### config.mk
export PLATFORM = sky130hd
export DESIGN_NAME = slc3
export DESIGN_NICKNAME = d
export VERILOG_FILES = /design/src/hdl/slc3Pkg.sv /design/src/hdl/regFile.sv /design/src/hdl/datapath.sv /design/src/hdl/controlUnit.sv /design/src/hdl/memBridge.sv /design/src/hdl/slc3.sv
export VERILOG_INCLUDE_DIRS = /design/src /design/src/hdl
export SDC_FILE = /design/constraint.sdc
export NUM_CORES = 1
export LEC_CHECK = 0
export BUFFER_PORTS_ARGS = -buffer_cell sky130_fd_sc_hd__buf_4
export CAP_MARGIN = 30
export CORE_ASPECT_RATIO = 1.5
export CORE_UTILIZATION = 66
export DETAILED_ROUTE_END_ITERATION = 6
export HOLD_SLACK_MARGIN = 0.03
export PLACE_DENSITY = 0.83
export REMOVE_ABC_BUFFERS = 1
export SETUP_SLACK_MARGIN = 0.1
export SLEW_MARGIN = 10
export SYNTH_ARGS = -nofsm -noshare
export SYNTH_HDL_FRONTEND = slang
export SYNTH_SLANG_ARGS = --single-unit
### constraint.sdc
create_clock -name Clk -period 14.67 [get_ports Clk]
set_clock_uncertainty 0.15 [all_clocks]
set_input_delay 2.934 -clock Clk [delete_from_list [all_inputs] [get_ports Clk]]
set_output_delay 2.934 -clock Clk [all_outputs]
set_load 0.02 [all_outputs]
### src/hdl/slc3_defs.svh
// SLC-3 build constants, included by every RTL file that needs the reset PC, I/O map or wait
`ifndef SLC3_DEFS_SVH
`define SLC3_DEFS_SVH

// ------------------------------
// Reset and address map
// ------------------------------

// First instruction fetched after reset
`define SLC3_RESET_PC 16'h0000

// Switches on read, hex display register on write
`define SLC3_IO_ADDR 16'hFFFF

// Cycles a memory strobe stays high
`define SLC3_MEM_WAIT 2

`endif

### src/hdl/slc3Pkg.sv
// Shared SLC-3 types, referenced by scoped name from the datapath, controller, bridge and top
package slc3Pkg;

    // Data and address word
    typedef logic [15:0] word_t;
    // General register number
    typedef logic [2:0] regIdx_t;
    // IR[15:12]
    typedef logic [3:0] opcode_t;

    // Controller states, fetch2/ldWait/stWait repeat during the memory wait
    typedef enum logic [3:0] {
        halt, fetch1, fetch2, fetch3, decode,
        exAlu, exBr, exJmp,
        memAddr, ldWait, ldWrite,
        stData, stWait,
        pause1, pause2
    } ctrlState_t;

    // Datapath controls
    typedef struct packed {
        // Register loads
        logic ldMar, ldMdr, ldIr, ldBen, ldCc, ldReg, ldPc, ldLed;
        // Bus drivers, one at a time
        logic gatePc, gateMdr, gateAlu, gateMarMux;
        // Mux selects
        logic [1:0] pcMux;
        logic [1:0] addr2Mux;
        logic addr1Mux, drMux, sr1Mux, sr2Mux;
        logic [1:0] aluK;
        logic mioEn;
    } ctrl_t;

    // Memory request as seen on the external port
    typedef struct packed {
        word_t addr;
        word_t wdata;
        logic ce, oe, we;
    } memReq_t;

endpackage

### src/hdl/regFile.sv
// Eight-entry register file for the SLC-3 datapath, two async reads and one clocked write
`timescale 1ns/10ps

module regFile (
    input  logic             Clk,
    input  logic             arstN,
    input  logic             we,
    input  slc3Pkg::regIdx_t wrIdx,
    input  slc3Pkg::regIdx_t rdIdxA,
    input  slc3Pkg::regIdx_t rdIdxB,
    input  slc3Pkg::word_t   wrData,
    output slc3Pkg::word_t   rdDataA,
    output slc3Pkg::word_t   rdDataB
);

    // R0..R7
    slc3Pkg::word_t regs [8];

    always_ff @(posedge Clk or negedge arstN) begin
        if (!arstN) begin
            for (int i = 0; i < 8; i++) begin
                regs[i] <= '0;
            end
        end else if (we) begin
            regs[wrIdx] <= wrData;
        end
    end

    // Read ports see the old value during a write cycle
    assign rdDataA = regs[rdIdxA];
    assign rdDataB = regs[rdIdxB];

endmodule

### src/hdl/datapath.sv
// SLC-3 datapath with PC, IR, MAR, MDR, ALU, address adder, shared bus and condition codes
`timescale 1ns/10ps
`include "slc3_defs.svh"

module datapath (
    input  logic           Clk,
    input  logic           arstN,
    input  slc3Pkg::ctrl_t ctrl,
    input  slc3Pkg::word_t memRdata,
    output slc3Pkg::word_t memAddr,
    output slc3Pkg::word_t memWdata,
    output slc3Pkg::word_t ir,
    output slc3Pkg::word_t pc,
    output logic           ben,
    output logic [11:0]    led
);

    slc3Pkg::word_t pcReg, irReg, marReg, mdrReg;
    slc3Pkg::word_t bus, aluOut, addrSum, addr1, addr2, pcNext, mdrIn;
    slc3Pkg::word_t srA, srB, aluB;
    slc3Pkg::regIdx_t sr1Idx, drIdx;
    logic [2:0] nzp;
    logic [11:0] ledReg;
    logic benReg;

    // ------------------------------
    // Register file
    // ------------------------------

    // SR1 from IR[8:6] for ALU and base, IR[11:9] for store source
    assign sr1Idx = ctrl.sr1Mux ? irReg[8:6] : irReg[11:9];
    // R7 path kept for link writes
    assign drIdx = ctrl.drMux ? 3'd7 : irReg[11:9];

    regFile uRegFile (
        .Clk     (Clk),
        .arstN   (arstN),
        .we      (ctrl.ldReg),
        .wrIdx   (drIdx),
        .rdIdxA  (sr1Idx),
        .rdIdxB  (irReg[2:0]),
        .wrData  (bus),
        .rdDataA (srA),
        .rdDataB (srB)
    );

    // ------------------------------
    // ALU and address adder
    // ------------------------------

    // Immediate is sign-extended IR[4:0]
    assign aluB = ctrl.sr2Mux ? {{11{irReg[4]}}, irReg[4:0]} : srB;

    always_comb begin
        case (ctrl.aluK)
            2'b00:   aluOut = srA + aluB;
            2'b01:   aluOut = srA & aluB;
            2'b10:   aluOut = ~srA;
            default: aluOut = srA;
        endcase
    end

    // Base is PC or SR1
    assign addr1 = ctrl.addr1Mux ? srA : pcReg;

    // Offset6 for LDR/STR, offset9 for BR
    always_comb begin
        case (ctrl.addr2Mux)
            2'b00:   addr2 = '0;
            2'b01:   addr2 = {{10{irReg[5]}}, irReg[5:0]};
            2'b10:   addr2 = {{7{irReg[8]}}, irReg[8:0]};
            default: addr2 = {{5{irReg[10]}}, irReg[10:0]};
        endcase
    end

    assign addrSum = addr1 + addr2;

    // ------------------------------
    // Bus and registers
    // ------------------------------

    always_comb begin
        if (ctrl.gatePc) begin
            bus = pcReg;
        end else if (ctrl.gateMdr) begin
            bus = mdrReg;
        end else if (ctrl.gateAlu) begin
            bus = aluOut;
        end else if (ctrl.gateMarMux) begin
            bus = addrSum;
        end else begin
            bus = '0;
        end
    end

    always_comb begin
        case (ctrl.pcMux)
            2'b00:   pcNext = pcReg + 16'd1;
            2'b01:   pcNext = bus;
            2'b10:   pcNext = addrSum;
            default: pcNext = pcReg;
        endcase
    end

    // Memory side during strobes, bus otherwise
    assign mdrIn = ctrl.mioEn ? memRdata : bus;

    always_ff @(posedge Clk or negedge arstN) begin
        if (!arstN) begin
            pcReg  <= `SLC3_RESET_PC;
            nzp    <= '0;
            benReg <= 1'b0;
            ledReg <= '0;
        end else begin
            if (ctrl.ldPc) begin
                pcReg <= pcNext;
            end
            // Flags follow the value written to the register file
            if (ctrl.ldCc) begin
                nzp <= {bus[15], bus == '0, !bus[15] && bus != '0};
            end
            if (ctrl.ldBen) begin
                benReg <= |(irReg[11:9] & nzp);
            end
            if (ctrl.ldLed) begin
                ledReg <= irReg[11:0];
            end
        end
    end

    // Payload registers
    always_ff @(posedge Clk) begin
        if (ctrl.ldMar) begin
            marReg <= bus;
        end
        if (ctrl.ldMdr) begin
            mdrReg <= mdrIn;
        end
        if (ctrl.ldIr) begin
            irReg <= bus;
        end
    end

    assign memAddr  = marReg;
    assign memWdata = mdrReg;
    assign ir       = irReg;
    assign pc       = pcReg;
    assign ben      = benReg;
    assign led      = ledReg;

    // Controller never drives two sources onto the bus
    assert property (@(posedge Clk) disable iff (!arstN)
        $onehot0({ctrl.gatePc, ctrl.gateMdr, ctrl.gateAlu, ctrl.gateMarMux}));

endmodule

### src/hdl/controlUnit.sv
// SLC-3 multicycle controller, sequences fetch, decode and execute and drives memory strobes
`timescale 1ns/10ps
`include "slc3_defs.svh"

module controlUnit (
    input  logic             Clk,
    input  logic             arstN,
    input  logic             run,
    input  logic             resume,
    input  slc3Pkg::opcode_t opcode,
    input  logic             irBit5,
    input  logic             irBit11,
    input  logic             ben,
    output slc3Pkg::ctrl_t   ctrl,
    output logic             memCe,
    output logic             memOe,
    output logic             memWe
);

    // Supported opcodes
    localparam slc3Pkg::opcode_t OpBr    = 4'b0000;
    localparam slc3Pkg::opcode_t OpAdd   = 4'b0001;
    localparam slc3Pkg::opcode_t OpAnd   = 4'b0101;
    localparam slc3Pkg::opcode_t OpLdr   = 4'b0110;
    localparam slc3Pkg::opcode_t OpStr   = 4'b0111;
    localparam slc3Pkg::opcode_t OpNot   = 4'b1001;
    localparam slc3Pkg::opcode_t OpJmp   = 4'b1100;
    localparam slc3Pkg::opcode_t OpPause = 4'b1101;

    slc3Pkg::ctrlState_t state, nextState;
    logic [3:0] waitCnt;
    logic inWait, lastWait;

    // ------------------------------
    // Memory wait counter
    // ------------------------------

    assign inWait = state inside {slc3Pkg::fetch2, slc3Pkg::ldWait, slc3Pkg::stWait};
    assign lastWait = waitCnt == 4'(`SLC3_MEM_WAIT - 1);

    always_ff @(posedge Clk or negedge arstN) begin
        if (!arstN) begin
            state   <= slc3Pkg::halt;
            waitCnt <= '0;
        end else begin
            state <= nextState;
            // Restart for every strobe
            if (inWait && !lastWait) begin
                waitCnt <= waitCnt + 4'd1;
            end else begin
                waitCnt <= '0;
            end
        end
    end

    // ------------------------------
    // Next state
    // ------------------------------

    always_comb begin
        nextState = state;
        case (state)
            slc3Pkg::halt:   if (run) nextState = slc3Pkg::fetch1;
            slc3Pkg::fetch1: nextState = slc3Pkg::fetch2;
            slc3Pkg::fetch2: if (lastWait) nextState = slc3Pkg::fetch3;
            slc3Pkg::fetch3: nextState = slc3Pkg::decode;
            slc3Pkg::decode: begin
                case (opcode)
                    OpAdd, OpAnd, OpNot: nextState = slc3Pkg::exAlu;
                    OpBr:                nextState = slc3Pkg::exBr;
                    // Reserved field of JMP must be zero
                    OpJmp:   nextState = irBit11 ? slc3Pkg::fetch1 : slc3Pkg::exJmp;
                    OpLdr, OpStr:        nextState = slc3Pkg::memAddr;
                    OpPause:             nextState = slc3Pkg::pause1;
                    // Unsupported, treat as no-op
                    default:             nextState = slc3Pkg::fetch1;
                endcase
            end
            slc3Pkg::memAddr: begin
                nextState = (opcode == OpLdr) ? slc3Pkg::ldWait : slc3Pkg::stData;
            end
            slc3Pkg::ldWait:  if (lastWait) nextState = slc3Pkg::ldWrite;
            slc3Pkg::stData:  nextState = slc3Pkg::stWait;
            slc3Pkg::stWait:  if (lastWait) nextState = slc3Pkg::fetch1;
            slc3Pkg::pause1:  if (resume) nextState = slc3Pkg::pause2;
            // Hold until the button is released
            slc3Pkg::pause2:  if (!resume) nextState = slc3Pkg::fetch1;
            default:          nextState = slc3Pkg::fetch1;
        endcase
    end

    // ------------------------------
    // Control outputs
    // ------------------------------

    always_comb begin
        ctrl = '0;
        case (state)
            // MAR <- PC, PC <- PC + 1
            slc3Pkg::fetch1: begin
                ctrl.gatePc = 1'b1;
                ctrl.ldMar  = 1'b1;
                ctrl.ldPc   = 1'b1;
            end
            slc3Pkg::fetch2, slc3Pkg::ldWait: begin
                ctrl.mioEn = 1'b1;
                ctrl.ldMdr = lastWait;
            end
            slc3Pkg::fetch3: begin
                ctrl.gateMdr = 1'b1;
                ctrl.ldIr    = 1'b1;
            end
            slc3Pkg::decode: ctrl.ldBen = 1'b1;
            slc3Pkg::exAlu: begin
                ctrl.sr1Mux  = 1'b1;
                ctrl.sr2Mux  = irBit5;
                ctrl.gateAlu = 1'b1;
                ctrl.ldReg   = 1'b1;
                ctrl.ldCc    = 1'b1;
                case (opcode)
                    OpAnd:   ctrl.aluK = 2'b01;
                    OpNot:   ctrl.aluK = 2'b10;
                    default: ctrl.aluK = 2'b00;
                endcase
            end
            // PC + offset9 when the mask matches
            slc3Pkg::exBr: begin
                ctrl.addr2Mux = 2'b10;
                ctrl.pcMux    = 2'b10;
                ctrl.ldPc     = ben;
            end
            // Base register through the ALU onto the bus
            slc3Pkg::exJmp: begin
                ctrl.sr1Mux  = 1'b1;
                ctrl.aluK    = 2'b11;
                ctrl.gateAlu = 1'b1;
                ctrl.pcMux   = 2'b01;
                ctrl.ldPc    = 1'b1;
            end
            slc3Pkg::memAddr: begin
                ctrl.sr1Mux     = 1'b1;
                ctrl.addr1Mux   = 1'b1;
                ctrl.addr2Mux   = 2'b01;
                ctrl.gateMarMux = 1'b1;
                ctrl.ldMar      = 1'b1;
            end
            slc3Pkg::ldWrite: begin
                ctrl.gateMdr = 1'b1;
                ctrl.ldReg   = 1'b1;
                ctrl.ldCc    = 1'b1;
            end
            // Store source is IR[11:9]
            slc3Pkg::stData: begin
                ctrl.aluK    = 2'b11;
                ctrl.gateAlu = 1'b1;
                ctrl.ldMdr   = 1'b1;
            end
            slc3Pkg::pause1: ctrl.ldLed = 1'b1;
            default: ;
        endcase
    end

    assign memCe = inWait;
    assign memOe = state inside {slc3Pkg::fetch2, slc3Pkg::ldWait};
    assign memWe = state == slc3Pkg::stWait;

    // Read and write strobes are exclusive
    assert property (@(posedge Clk) disable iff (!arstN) !(memOe && memWe));

    // Chip enable pulse has the fixed wait length
    assert property (@(posedge Clk) disable iff (!arstN)
        $rose(memCe) |-> memCe [*`SLC3_MEM_WAIT] ##1 !memCe);

endmodule

### src/hdl/memBridge.sv
// Memory and I/O bridge, passes CPU accesses to SRAM or serves the switch/display word
`timescale 1ns/10ps
`include "slc3_defs.svh"

module memBridge (
    input  logic             Clk,
    input  logic             arstN,
    input  slc3Pkg::memReq_t cpuReq,
    output slc3Pkg::word_t   cpuRdata,
    output slc3Pkg::memReq_t memReq,
    input  slc3Pkg::word_t   memRdata,
    input  slc3Pkg::word_t   switches,
    output slc3Pkg::word_t   hexValue
);

    logic isIo, ioWrite, ioWrLast;
    logic [3:0] ioWrCnt;

    assign isIo = cpuReq.addr == `SLC3_IO_ADDR;
    assign ioWrite = isIo && cpuReq.we;
    assign ioWrLast = ioWrCnt == 4'(`SLC3_MEM_WAIT - 1);

    // SRAM never sees the I/O word
    always_comb begin
        memReq    = cpuReq;
        memReq.ce = cpuReq.ce && !isIo;
        memReq.oe = cpuReq.oe && !isIo;
        memReq.we = cpuReq.we && !isIo;
    end

    assign cpuRdata = isIo ? switches : memRdata;

    // Display word takes the data on the last write cycle
    always_ff @(posedge Clk or negedge arstN) begin
        if (!arstN) begin
            ioWrCnt  <= '0;
            hexValue <= '0;
        end else if (ioWrite) begin
            ioWrCnt <= ioWrLast ? 4'd0 : ioWrCnt + 4'd1;
            if (ioWrLast) begin
                hexValue <= cpuReq.wdata;
            end
        end else begin
            ioWrCnt <= '0;
        end
    end

endmodule

### src/hdl/slc3.sv
// SLC-3 top level, connects controller, datapath and memory bridge to the external ports
`timescale 1ns/10ps

module slc3 (
    input  logic             Clk,
    input  logic             arstN,
    input  logic             run,
    input  logic             resume,
    input  slc3Pkg::word_t   switches,
    input  slc3Pkg::word_t   memRdata,
    output slc3Pkg::memReq_t memReq,
    output logic [11:0]      led,
    output slc3Pkg::word_t   hexValue,
    output slc3Pkg::word_t   pc
);

    slc3Pkg::ctrl_t ctrl;
    slc3Pkg::memReq_t cpuReq;
    slc3Pkg::word_t ir, cpuRdata;
    logic ben;

    controlUnit uControl (
        .Clk     (Clk),
        .arstN   (arstN),
        .run     (run),
        .resume  (resume),
        .opcode  (ir[15:12]),
        .irBit5  (ir[5]),
        .irBit11 (ir[11]),
        .ben     (ben),
        .ctrl    (ctrl),
        .memCe   (cpuReq.ce),
        .memOe   (cpuReq.oe),
        .memWe   (cpuReq.we)
    );

    // Address from MAR, write data from MDR
    datapath uDatapath (
        .Clk      (Clk),
        .arstN    (arstN),
        .ctrl     (ctrl),
        .memRdata (cpuRdata),
        .memAddr  (cpuReq.addr),
        .memWdata (cpuReq.wdata),
        .ir       (ir),
        .pc       (pc),
        .ben      (ben),
        .led      (led)
    );

    memBridge uBridge (
        .Clk      (Clk),
        .arstN    (arstN),
        .cpuReq   (cpuReq),
        .cpuRdata (cpuRdata),
        .memReq   (memReq),
        .memRdata (memRdata),
        .switches (switches),
        .hexValue (hexValue)
    );

endmodule

Yosys cells after proc, flatten, opt, wreduce, memory -nomap -nowiden
Cells that the tools add are included.

word-level totals
  register bits = 236
  latch bits = 0
  RAM bits = 0
  memory bits (read-only) = 0
  bits of input ports = 36
  output and inout port bits = 79
  word-level logic and storage cells = 156
  memories = 0

operators by class
  add/subtract/negate cells = 5
  multiply operators = 0
  div/mod/pow operators = 0
  $lt $le $gt $ge = 4
  eq/ne operators = 36
  shift-type cells = 0
  mux-type cells = 52
  bitwise logic cells = 6
  reduce and logical (&&, ||, !) cells = 34

operators with widths
  operator               count
  $mux 16                13
  $pmux 16 s3            3
  $bwmux 128             1
  $bmux 16 s3            2
  $demux 16 s3           1
  $pmux 4 s11            1
  $eq 4x4->1 const B     10
  $mux 4                 9
  $add 16x16->16         2
  $eq 4x3->1 const B     7
  $pmux 4 s5             1
  $add 16x1->16 const B  1
  $and 16x16->16         1
  $eq 16x16->1 const B   1
  $eq 4x1->1 const B     4
  $logic_not 16->1       1
  $not 16->16            1
  $pmux 2 s2             4
  $reduce_bool 16->1     1
  $reduce_or 2->1        7
  $ge 4x4->1 const B     3
  $not 3->4              3
  $reduce_or 3->1        4
  $mux 1                 11
  other kinds (19)       45

Longest topological paths before layout
Gate-level depths: netlist of the first run.

  depth in word-level cells = 16
  mapped depth = 24
  gate-level depth less buffers = 19

By module
From an unflattened synthesis of the first run, not the netlist that was laid out.

unflattened totals
  cell total of the unflattened synthesis = 1327
  area total of the unflattened synthesis = 15683.8 µm²

modules (own cells, without submodules)
  module       times used  cells each  area an instance (µm²)  sequential area each (µm²)
  regFile      1           393         7000.5                  3203.1
  datapath     1           706         6457.4                  2242.2
  memBridge    1           110         1263.7                  500.5
  controlUnit  1           118         962.2                   200.2

Least setup slack after synthesis of the first run
Ideal clock, no wire load.

  path kind = reg-to-output
  start point = reg uControl.state[3]
  end point = out memReq[2] (netlist bit)
  arrival = 2187 ps
  required time = 11586 ps
  slack = 9399 ps
  stages on the path, launching flop included = 10
  path buffers = 6
  path through = dfrtp_1 -> buf_2 -> buf_6 -> buf_2 -> buf_1 -> a21oi_1 -> or2_2 -> clkbuf_1 -> clkbuf_1 -> a21oi_1

RTL lines
  item                    line               source
  start, declared         controlUnit.sv:30  slc3Pkg::ctrlState_t state, nextState;
  start signal, assigned  controlUnit.sv:43  state <= slc3Pkg::halt;
  start signal, assigned  controlUnit.sv:46  state <= nextState;
  end, declared           slc3.sv:11         output slc3Pkg::memReq_t memReq,

Final worst setup path of the first run
  start point = reg uControl.state[2]
  end point = reg uDatapath.nzp[0]

on the way
  longest elaborated chain between the ends = 16
  elaborated cells on any way between the ends = 48
  classes of those cells = 2 x add/sub; 12 x eq/ne; 21 x mux; 3 x bitwise; 10 x reduce/logical

RTL lines
  item                                                          line               source
  $eq 4x3->1 / $eq 4x4->1 (equally long branches)               controlUnit.sv:98  case (state)
  $reduce_or 3->1 (no source line)                              n/a
  $mux 1                                                        controlUnit.sv:98
  $mux 3                                                        datapath.sv:31     assign sr1Idx = ctrl.sr1Mux ? irReg[8:6] : irReg[11:9];
  $not 3->4 (implied by the code)                               regFile.sv:30      assign rdDataA = regs[rdIdxA];
  $bmux 16 s3                                                   regFile.sv:30
  $mux 16 (implied by the code) (2 in a row)                    regFile.sv:30
  $mux 16                                                       datapath.sv:64     assign addr1 = ctrl.addr1Mux ? srA : pcReg;
  $add 16x16->16                                                datapath.sv:76     assign addrSum = addr1 + addr2;
  $mux 16                                                       datapath.sv:89     end else if (ctrl.gateMarMux) begin
  $mux 16                                                       datapath.sv:87     end else if (ctrl.gateAlu) begin
  $mux 16                                                       datapath.sv:85     end else if (ctrl.gateMdr) begin
  $mux 16                                                       datapath.sv:83     if (ctrl.gatePc) begin
  $reduce_bool 16->1 / $logic_not 1->1 (equally long branches)  datapath.sv:120    nzp <= {bus[15], bus == '0, !bus[15] && bus != '0};
  $logic_and 1x1->1                                             datapath.sv:120
  end signal, assigned                                          datapath.sv:120
  end, declared                                                 datapath.sv:22     logic [2:0] nzp;

Several ways; a longest one is shown, not always the timed one. The select of a mux whose other input is x is not followed.
A chain may end at the register's enable or synchronous reset.

==> results.toml, run 1 <==
[detailed_routing]
wl_um = 54200
drtIter0Drc = 1894
wl_per_cell_um = 27.1
dr.pass1.iters = 7
via_per_inst = 7.32
ant_nets = 0
drc_errors = 1
vias = 14600

[yosys]
postSynthCellCount = 1653
synth_warnings = 0
synth_area_leaders = "dfrtp_1 31%, edfxtp_1 9.5%, o21ai_0 6.5%, nand2_1 5.8%, mux4_2 4.7%"
synth_area_per_cell_sq_um = 9.20
synth_top_cell_area_share = 0.309
synth_edf_count = 48
async_reset_ff_frac = 0.797
synth_ff_type = "dfrtp_1"
ys_types = 88
synth_area_sq_mm = 0.0152
yosysTopAreaCell = "dfrtp_1"
yosysSeqAreaShare = 0.404
ys_ff_latch = 236

[job]
max-cap-violations = 0

[cts]
cts_tree = "done"
insertion_delay_ns = 0.56
cts.clk_slew.worst_paths_ns = 0.07
htree_levels = 1
clockRootBuffer = "clkbuf_16"
numCtsBuffers = 24
cts.sinks = 236
cts_buffer_depth = 3
postCtsHoldBufs = 0
postCtsSetupBuffers = 0
cts_resized = 0

[grt]
antenna_found_initial = 0
grt_pass1_vias = 14300
grt_max_degree = 111
grt_pass1_wl_um = 82000
grt.total_usage = 0.459
grt_overflow = 0

[final_layout]
fin_cells = 1998
areaGrowthSynthToFinish_pct = 11.8
layout_commonest_cell = "nand2_1"
postLayoutCellArea_sq_mm = 0.0170
antenna_cells = 0
nets = 1781
mostFrequentLayoutCells = "234 x nand2_1, 198 x o21ai_0, 188 x dfrtp_1, 151 x buf_4, 105 x a21oi_1"
nFillCells = 1541
drive_gt1_frac = 0.170

[timing]
setup_viol = 0
fin_tns_setup_ns = 0
tightest_slew_ns = 1.01
slew-limit-headroom = 0.320
maxSlewViolCount = 0
timing.final.crit_share = 0.520
fmax_ghz = 0.131
rsz0062_at_grt = "no"
hold_viol_final = 0
layout_setup_ws_ns = 7.04
min_period_ns = 7.63

[status]
failed_checks = "DRC"
outcome = "finished, violations left"

[critical_path]
critPathRequiredTime_ns = 14.93
crit_type = "reg2reg"
rr_worst_depth = 19
end_kind = "flip-flop"
start_kind = "flip-flop"
arrival_ns = 7.89
path_max_fanout = 31

[place]
dpl_cell_area_sq_mm = 0.0161
io_buffers = 114
dp_slack_ns = 7.30
dp_hpwl_um = 38100
place_inst = 1949
routabilityCongestion = 1.02

[floorplanning]
dieArea_sq_mm = 0.0237
io_pins = 115
die_width_um = 126
dieHeight_um = 188
rows = 67
coreArea_sq_mm = 0.0225
initial_core_util = 0.677

[worst_hold_path]
min_path_cells = 1
hp-class = "reg2reg"
-- cell families (layout without fill, tap and decap cells) --
kind of cell / after synthesis / in the layout / share of synthesized area
AOI/OAI and AO/OA: 545 / 545 / 0.231
and+or+nand+nor: 505 / 505 / 0.157
DFF: 236 / 236 / 0.404
buffers and inverters: 182 / 251 / 0.0518
muxes: 113 / 113 / 0.104
adders and majority gates: 42 / 42 / 0.0354
xor gates and xnor gates: 30 / 30 / 0.0173
-- path summary, 6_finish.rpt --
check,from,endpoint,slack [ns]
max,uControl.state[2]$_DFFE_PN0P_,uDatapath.nzp[0]$_DFFE_PN0P_,7.04
min,uDatapath.nzp[2]$_DFFE_PN0P_,uDatapath.nzp[2]$_DFFE_PN0P_,0.36
max reg2reg,uControl.state[2]$_DFFE_PN0P_,uDatapath.nzp[0]$_DFFE_PN0P_,7.04
min reg2reg,uDatapath.nzp[2]$_DFFE_PN0P_,uDatapath.nzp[2]$_DFFE_PN0P_,0.36
max in group asynchronous,arstN,uDatapath.uRegFile.regs[13]$_DFFE_PN0P_,10.98
min in group asynchronous,arstN,uDatapath.led[7]$_DFFE_PN0N_,2.05
-- metrics by stage --
step	util	hold slack (ns)
after floorplan	-	0.299
after detailed placement	0.717	0.321
after global routing	0.757	0.363
after global placement	0.716	0.315
final	0.757	0.357
after CTS	0.753	0.347
-- cell usage after synthesis, drive strengths merged, types with 6 or more instances --
cell type / number
nand2: 236
o21ai: 212
dfrtp: 188
a21oi: 106
clkbuf: 83
nor2: 80
inv: 50
edfxtp: 48
buf: 47
mux2i: 46
nand3: 44
ha: 39
mux2: 35
mux4: 32
and3: 30
a211oi: 27
nor2b: 26
a221oi: 19
o32ai: 19
xnor2: 17
a31oi: 16
a21o: 15
nand2b: 15
nor3: 15
xor2: 13
o22ai: 11
a21boi: 10
a22oi: 10
and2: 10
nand4: 10
a22o: 9
a311o: 9
o211ai: 9
a32oi: 8
o21a: 7
o2bb2ai: 7
a221o: 6
a311oi: 6
nor4: 6
-- sequential cells by signal, indices dropped and copies added, names as in the netlist, 3 cells and up --
signal / flops
uDatapath.ir: 16
uDatapath.memAddr: 16
uBridge.ioWrCnt: 4
uDatapath.memWdata: 16
uDatapath.pc: 16
uDatapath.led: 12
uControl.state: 4
uBridge.hexValue: 16
uDatapath.uRegFile.regs: 128
uControl.waitCnt: 4
uDatapath.nzp: 3
-- routing by layer --
layer | up-vias | part of all wire | track usage
met4 | 0 | 0.084 | 0.335
met3 | 316 | 0.096 | 0.0739
li1 | 6228 | - | -
met1 | 6980 | 0.34 | 0.539
met5 | - | 0 | 0
met2 | 1098 | 0.48 | 0.762
-- worst max-delay path: stages, from the launching register on --
cell and delay (ns):
dfrtp_1 0.50, buf_4 0.39, nand4b_1 0.87, and2_1 0.65
nand2_1 0.70, a311oi_1 0.24, nor2_1 0.30, o21ai_0 0.14
ha_1 0.27, fa_1 0.46, a21o_1 0.21, a22o_1 0.24
o21ai_0 0.39, o21ai_0 0.17, xor2_1 0.18, a222oi_1 0.24
a21boi_1 0.77, nand4_1 0.20, nor4_2 0.32, nor3_1 0.10
-- area by class of cell --
| cell class | instances | area (sq um) | area share |
|---|---|---|---|
| clock inverters | 13 | 119 | 0.00699 |
| clock buffers | 31 | 689 | 0.0405 |
| inverters | 52 | 196 | 0.0116 |
| well taps | 276 | 345 | 0.0203 |
| repair buffers | 155 | 1220 | 0.0716 |
| multi-input cells | 1235 | 8290 | 0.488 |
| flip-flops and latches | 236 | 6150 | 0.361 |
Power of run 1 is left out: the tool's default activity adds up to more than one toggle a clock period on the data nets, which glitch-free logic cannot reach.
==> inputs of run 2 (changes only) <==
--- a/config.mk
+++ b/config.mk
@@ -9,10 +9,10 @@
 export BUFFER_PORTS_ARGS = -buffer_cell sky130_fd_sc_hd__buf_4
 export CAP_MARGIN = 30
 export CORE_ASPECT_RATIO = 1.5
-export CORE_UTILIZATION = 66
+export CORE_UTILIZATION = 56
 export DETAILED_ROUTE_END_ITERATION = 6
 export HOLD_SLACK_MARGIN = 0.03
-export PLACE_DENSITY = 0.83
+export PLACE_DENSITY = 0.75
 export REMOVE_ABC_BUFFERS = 1
 export SETUP_SLACK_MARGIN = 0.1
 export SLEW_MARGIN = 10
==> constraint.sdc (replaced) <==
create_clock -name Clk -period 6.6 [get_ports Clk]
set_clock_uncertainty 0.15 [all_clocks]
set_input_delay 1.32 -clock Clk [delete_from_list [all_inputs] [get_ports Clk]]
set_output_delay 1.32 -clock Clk [all_outputs]
set_load 0.02 [all_outputs]
==> results.toml, run 2 (synthesis results as in run 1) <==
[critical_path]
critPathSlowestCell = "dfrtp_1"
r2r_start = "uControl.state[0]$_DFFE_PN0P_"
crit_path_frequent_cell = "buf_4"
critPathRequiredTime_ns = 6.82
arrival_ns = 6.40
path_max_fanout = 18
cp_cell_sequence = "nor4b_4 -> buf_4 -> a221oi_4 -> buf_4 -> a311o_1 -> o22ai_1 -> mux2i_1 -> nand2_1 -> nand2_1 -> ha_1 -> o21ai_0 -> buf_4 -> o21ai_0 -> a21oi_1 -> buf_4 -> xnor2_1 -> a222oi_1 -> a21boi_0 -> buf_4 -> inv_1 -> a221oi_1 -> a211oi_1"
crit_family = "compound AO/OA/AOI/OAI gates"
crit_type = "reg2reg"
start_kind = "flip-flop"
setup.worst_path.start = "uControl.state[0]$_DFFE_PN0P_"
cp_num_buf_inv = 6
end_kind = "flip-flop"
cpPeakStageDelay_ns = 0.58

[final_layout]
areaGrowthSynthToFinish_pct = 14.5
multi_input_area_sq_mm = 0.00830
regArea_sq_mm = 0.00615
drive_gt1_frac = 0.190
top_register = "uDatapath.uRegFile.regs"
largest_register_ffs = 128
mostFrequentLayoutCells = "234 x nand2_1, 198 x o21ai_0, 189 x buf_4, 188 x dfrtp_1, 105 x a21oi_1"
nets = 1819
layout_commonest_cell = "nand2_1"
nFillCells = 2241

[timing]
maxSlewViolCount = 0
fin_tns_setup_ns = 0
tightest_slew_ns = 1.10
layout_setup_ws_ns = 0.416
rsz0062_at_grt = "no"
fmax_ghz = 0.162
hold_viol_final = 0
timing.final.crit_share = 0.937
slew-limit-headroom = 0.260
setup_viol = 0
min_period_ns = 6.18

[worst_hold_path]
hp-class = "reg2reg"
hp-start = "uDatapath.nzp[2]$_DFFE_PN0P_"

[detailed_routing]
drtIter0Drc = 1207
drc_errors = 0
wl_um = 54900
via_per_inst = 6.74
ant_nets = 0
dr.pass1.iters = 6
vias = 14100
wl_per_cell_um = 26.1

[grt]
grtUsageMet3 = 0.0528
grt_max_degree = 71
antenna_found_initial = 1
grt.total_usage = 0.401
grt_pass1_wl_um = 82300
grt_overflow = 0
grt_pass1_vias = 13800
top_usage_layer = "met2"
use_met2 = 0.668
use_met1 = 0.479

[cts]
cts.sinks = 236
postCtsHoldBufs = 0
numCtsBuffers = 24
clockRootBuffer = "clkbuf_16"
cts.clk_slew.worst_paths_ns = 0.07
cts_buffer_depth = 3
cts_tree = "done"
htree_levels = 1
postCtsSetupBuffers = 0
cts_resized = 0
insertion_delay_ns = 0.55

[floorplanning]
dieArea_sq_mm = 0.0278
initial_core_util = 0.572
coreArea_sq_mm = 0.0266
io_pins = 115
rows = 73
dieHeight_um = 204
die_width_um = 137

[place]
dp_hpwl_um = 40500
dp_slack_ns = 0.624
io_buffers = 114
routabilityCongestion = 0.982

[job]
max-cap-violations = 0

[status]
outcome = "completed"
-- run 2: cell types whose count changed in the layout (fill, tap and decap cells not counted), sizes merged --
| cell | previous run | this run |
|---|---|---|
| buf | 154 | 192 |
| clkbuf | 32 | 35 |
| clkinvlp | 3 | 0 |
| bufinv | 1 | 2 |
| diode | 0 | 1 |
| inv | 53 | 52 |
-- run 2: layout make-up --
class / instances / area share
clock buffer: 34 / 0.0437
clock inverter: 10 / 0.00668
timing repair buffer: 193 / 0.0845
inverter: 52 / 0.0113
antenna: 1 / 0.000144
sequential: 236 / 0.353
tap: 337 / 0.0242
multi-input combinational: 1235 / 0.477
-- run 2: per-layer routing --
layer / up-vias / part of all wire
met5: - / 0
met4: 0 / 0.071
met3: 211 / 0.074
met2: 791 / 0.49
met1: 6834 / 0.37
li1: 6296 / -
-- run 2: through the flow --
stage | cell area (sq um) | hold WS (ns) | utilization | std cells
5_1_grt | 17400 | 0.371 | 0.655 | 2097
2_1_floorplan | 14600 | 0.299 | - | 1523
4_1_cts | 17400 | 0.338 | 0.655 | 2096
3_5_place_dp | 16500 | 0.318 | 0.622 | 2052
3_3_place_gp | 16500 | 0.321 | 0.621 | 2051
6_report | 17400 | 0.338 | 0.655 | 2098
-- run 2: worst paths after layout --
check	end	slack, ns	cells after the start
min reg2reg	uDatapath.nzp[2]$_DFFE_PN0P_	0.34	1
min in group asynchronous	uDatapath.uRegFile.regs[72]$_DFFE_PN0P_	0.62	1
max in group asynchronous	uBridge.ioWrCnt[0]$_DFF_PN0_	4.40	2
max reg2reg	uDatapath.pc[11]$_DFFE_PN0P_	0.42	22
max	uDatapath.pc[11]$_DFFE_PN0P_	0.42	22
min	uDatapath.nzp[2]$_DFFE_PN0P_	0.34	1
-- run 2: worst reg2reg max path: stages (launching register included) --
cell and delay (ns):
dfrtp_1 0.58, nor4b_4 0.46, buf_4 0.28, a221oi_4 0.10, buf_4 0.23, a311o_1 0.37
o22ai_1 0.33, mux2i_1 0.26, nand2_1 0.12, nand2_1 0.06, ha_1 0.38, o21ai_0 0.12
buf_4 0.15, o21ai_0 0.40, a21oi_1 0.16, buf_4 0.17, xnor2_1 0.14, a222oi_1 0.45
a21boi_0 0.38, buf_4 0.25, inv_1 0.08, a221oi_1 0.28, a211oi_1 0.10
Power of run 2 is left out for the same reason.
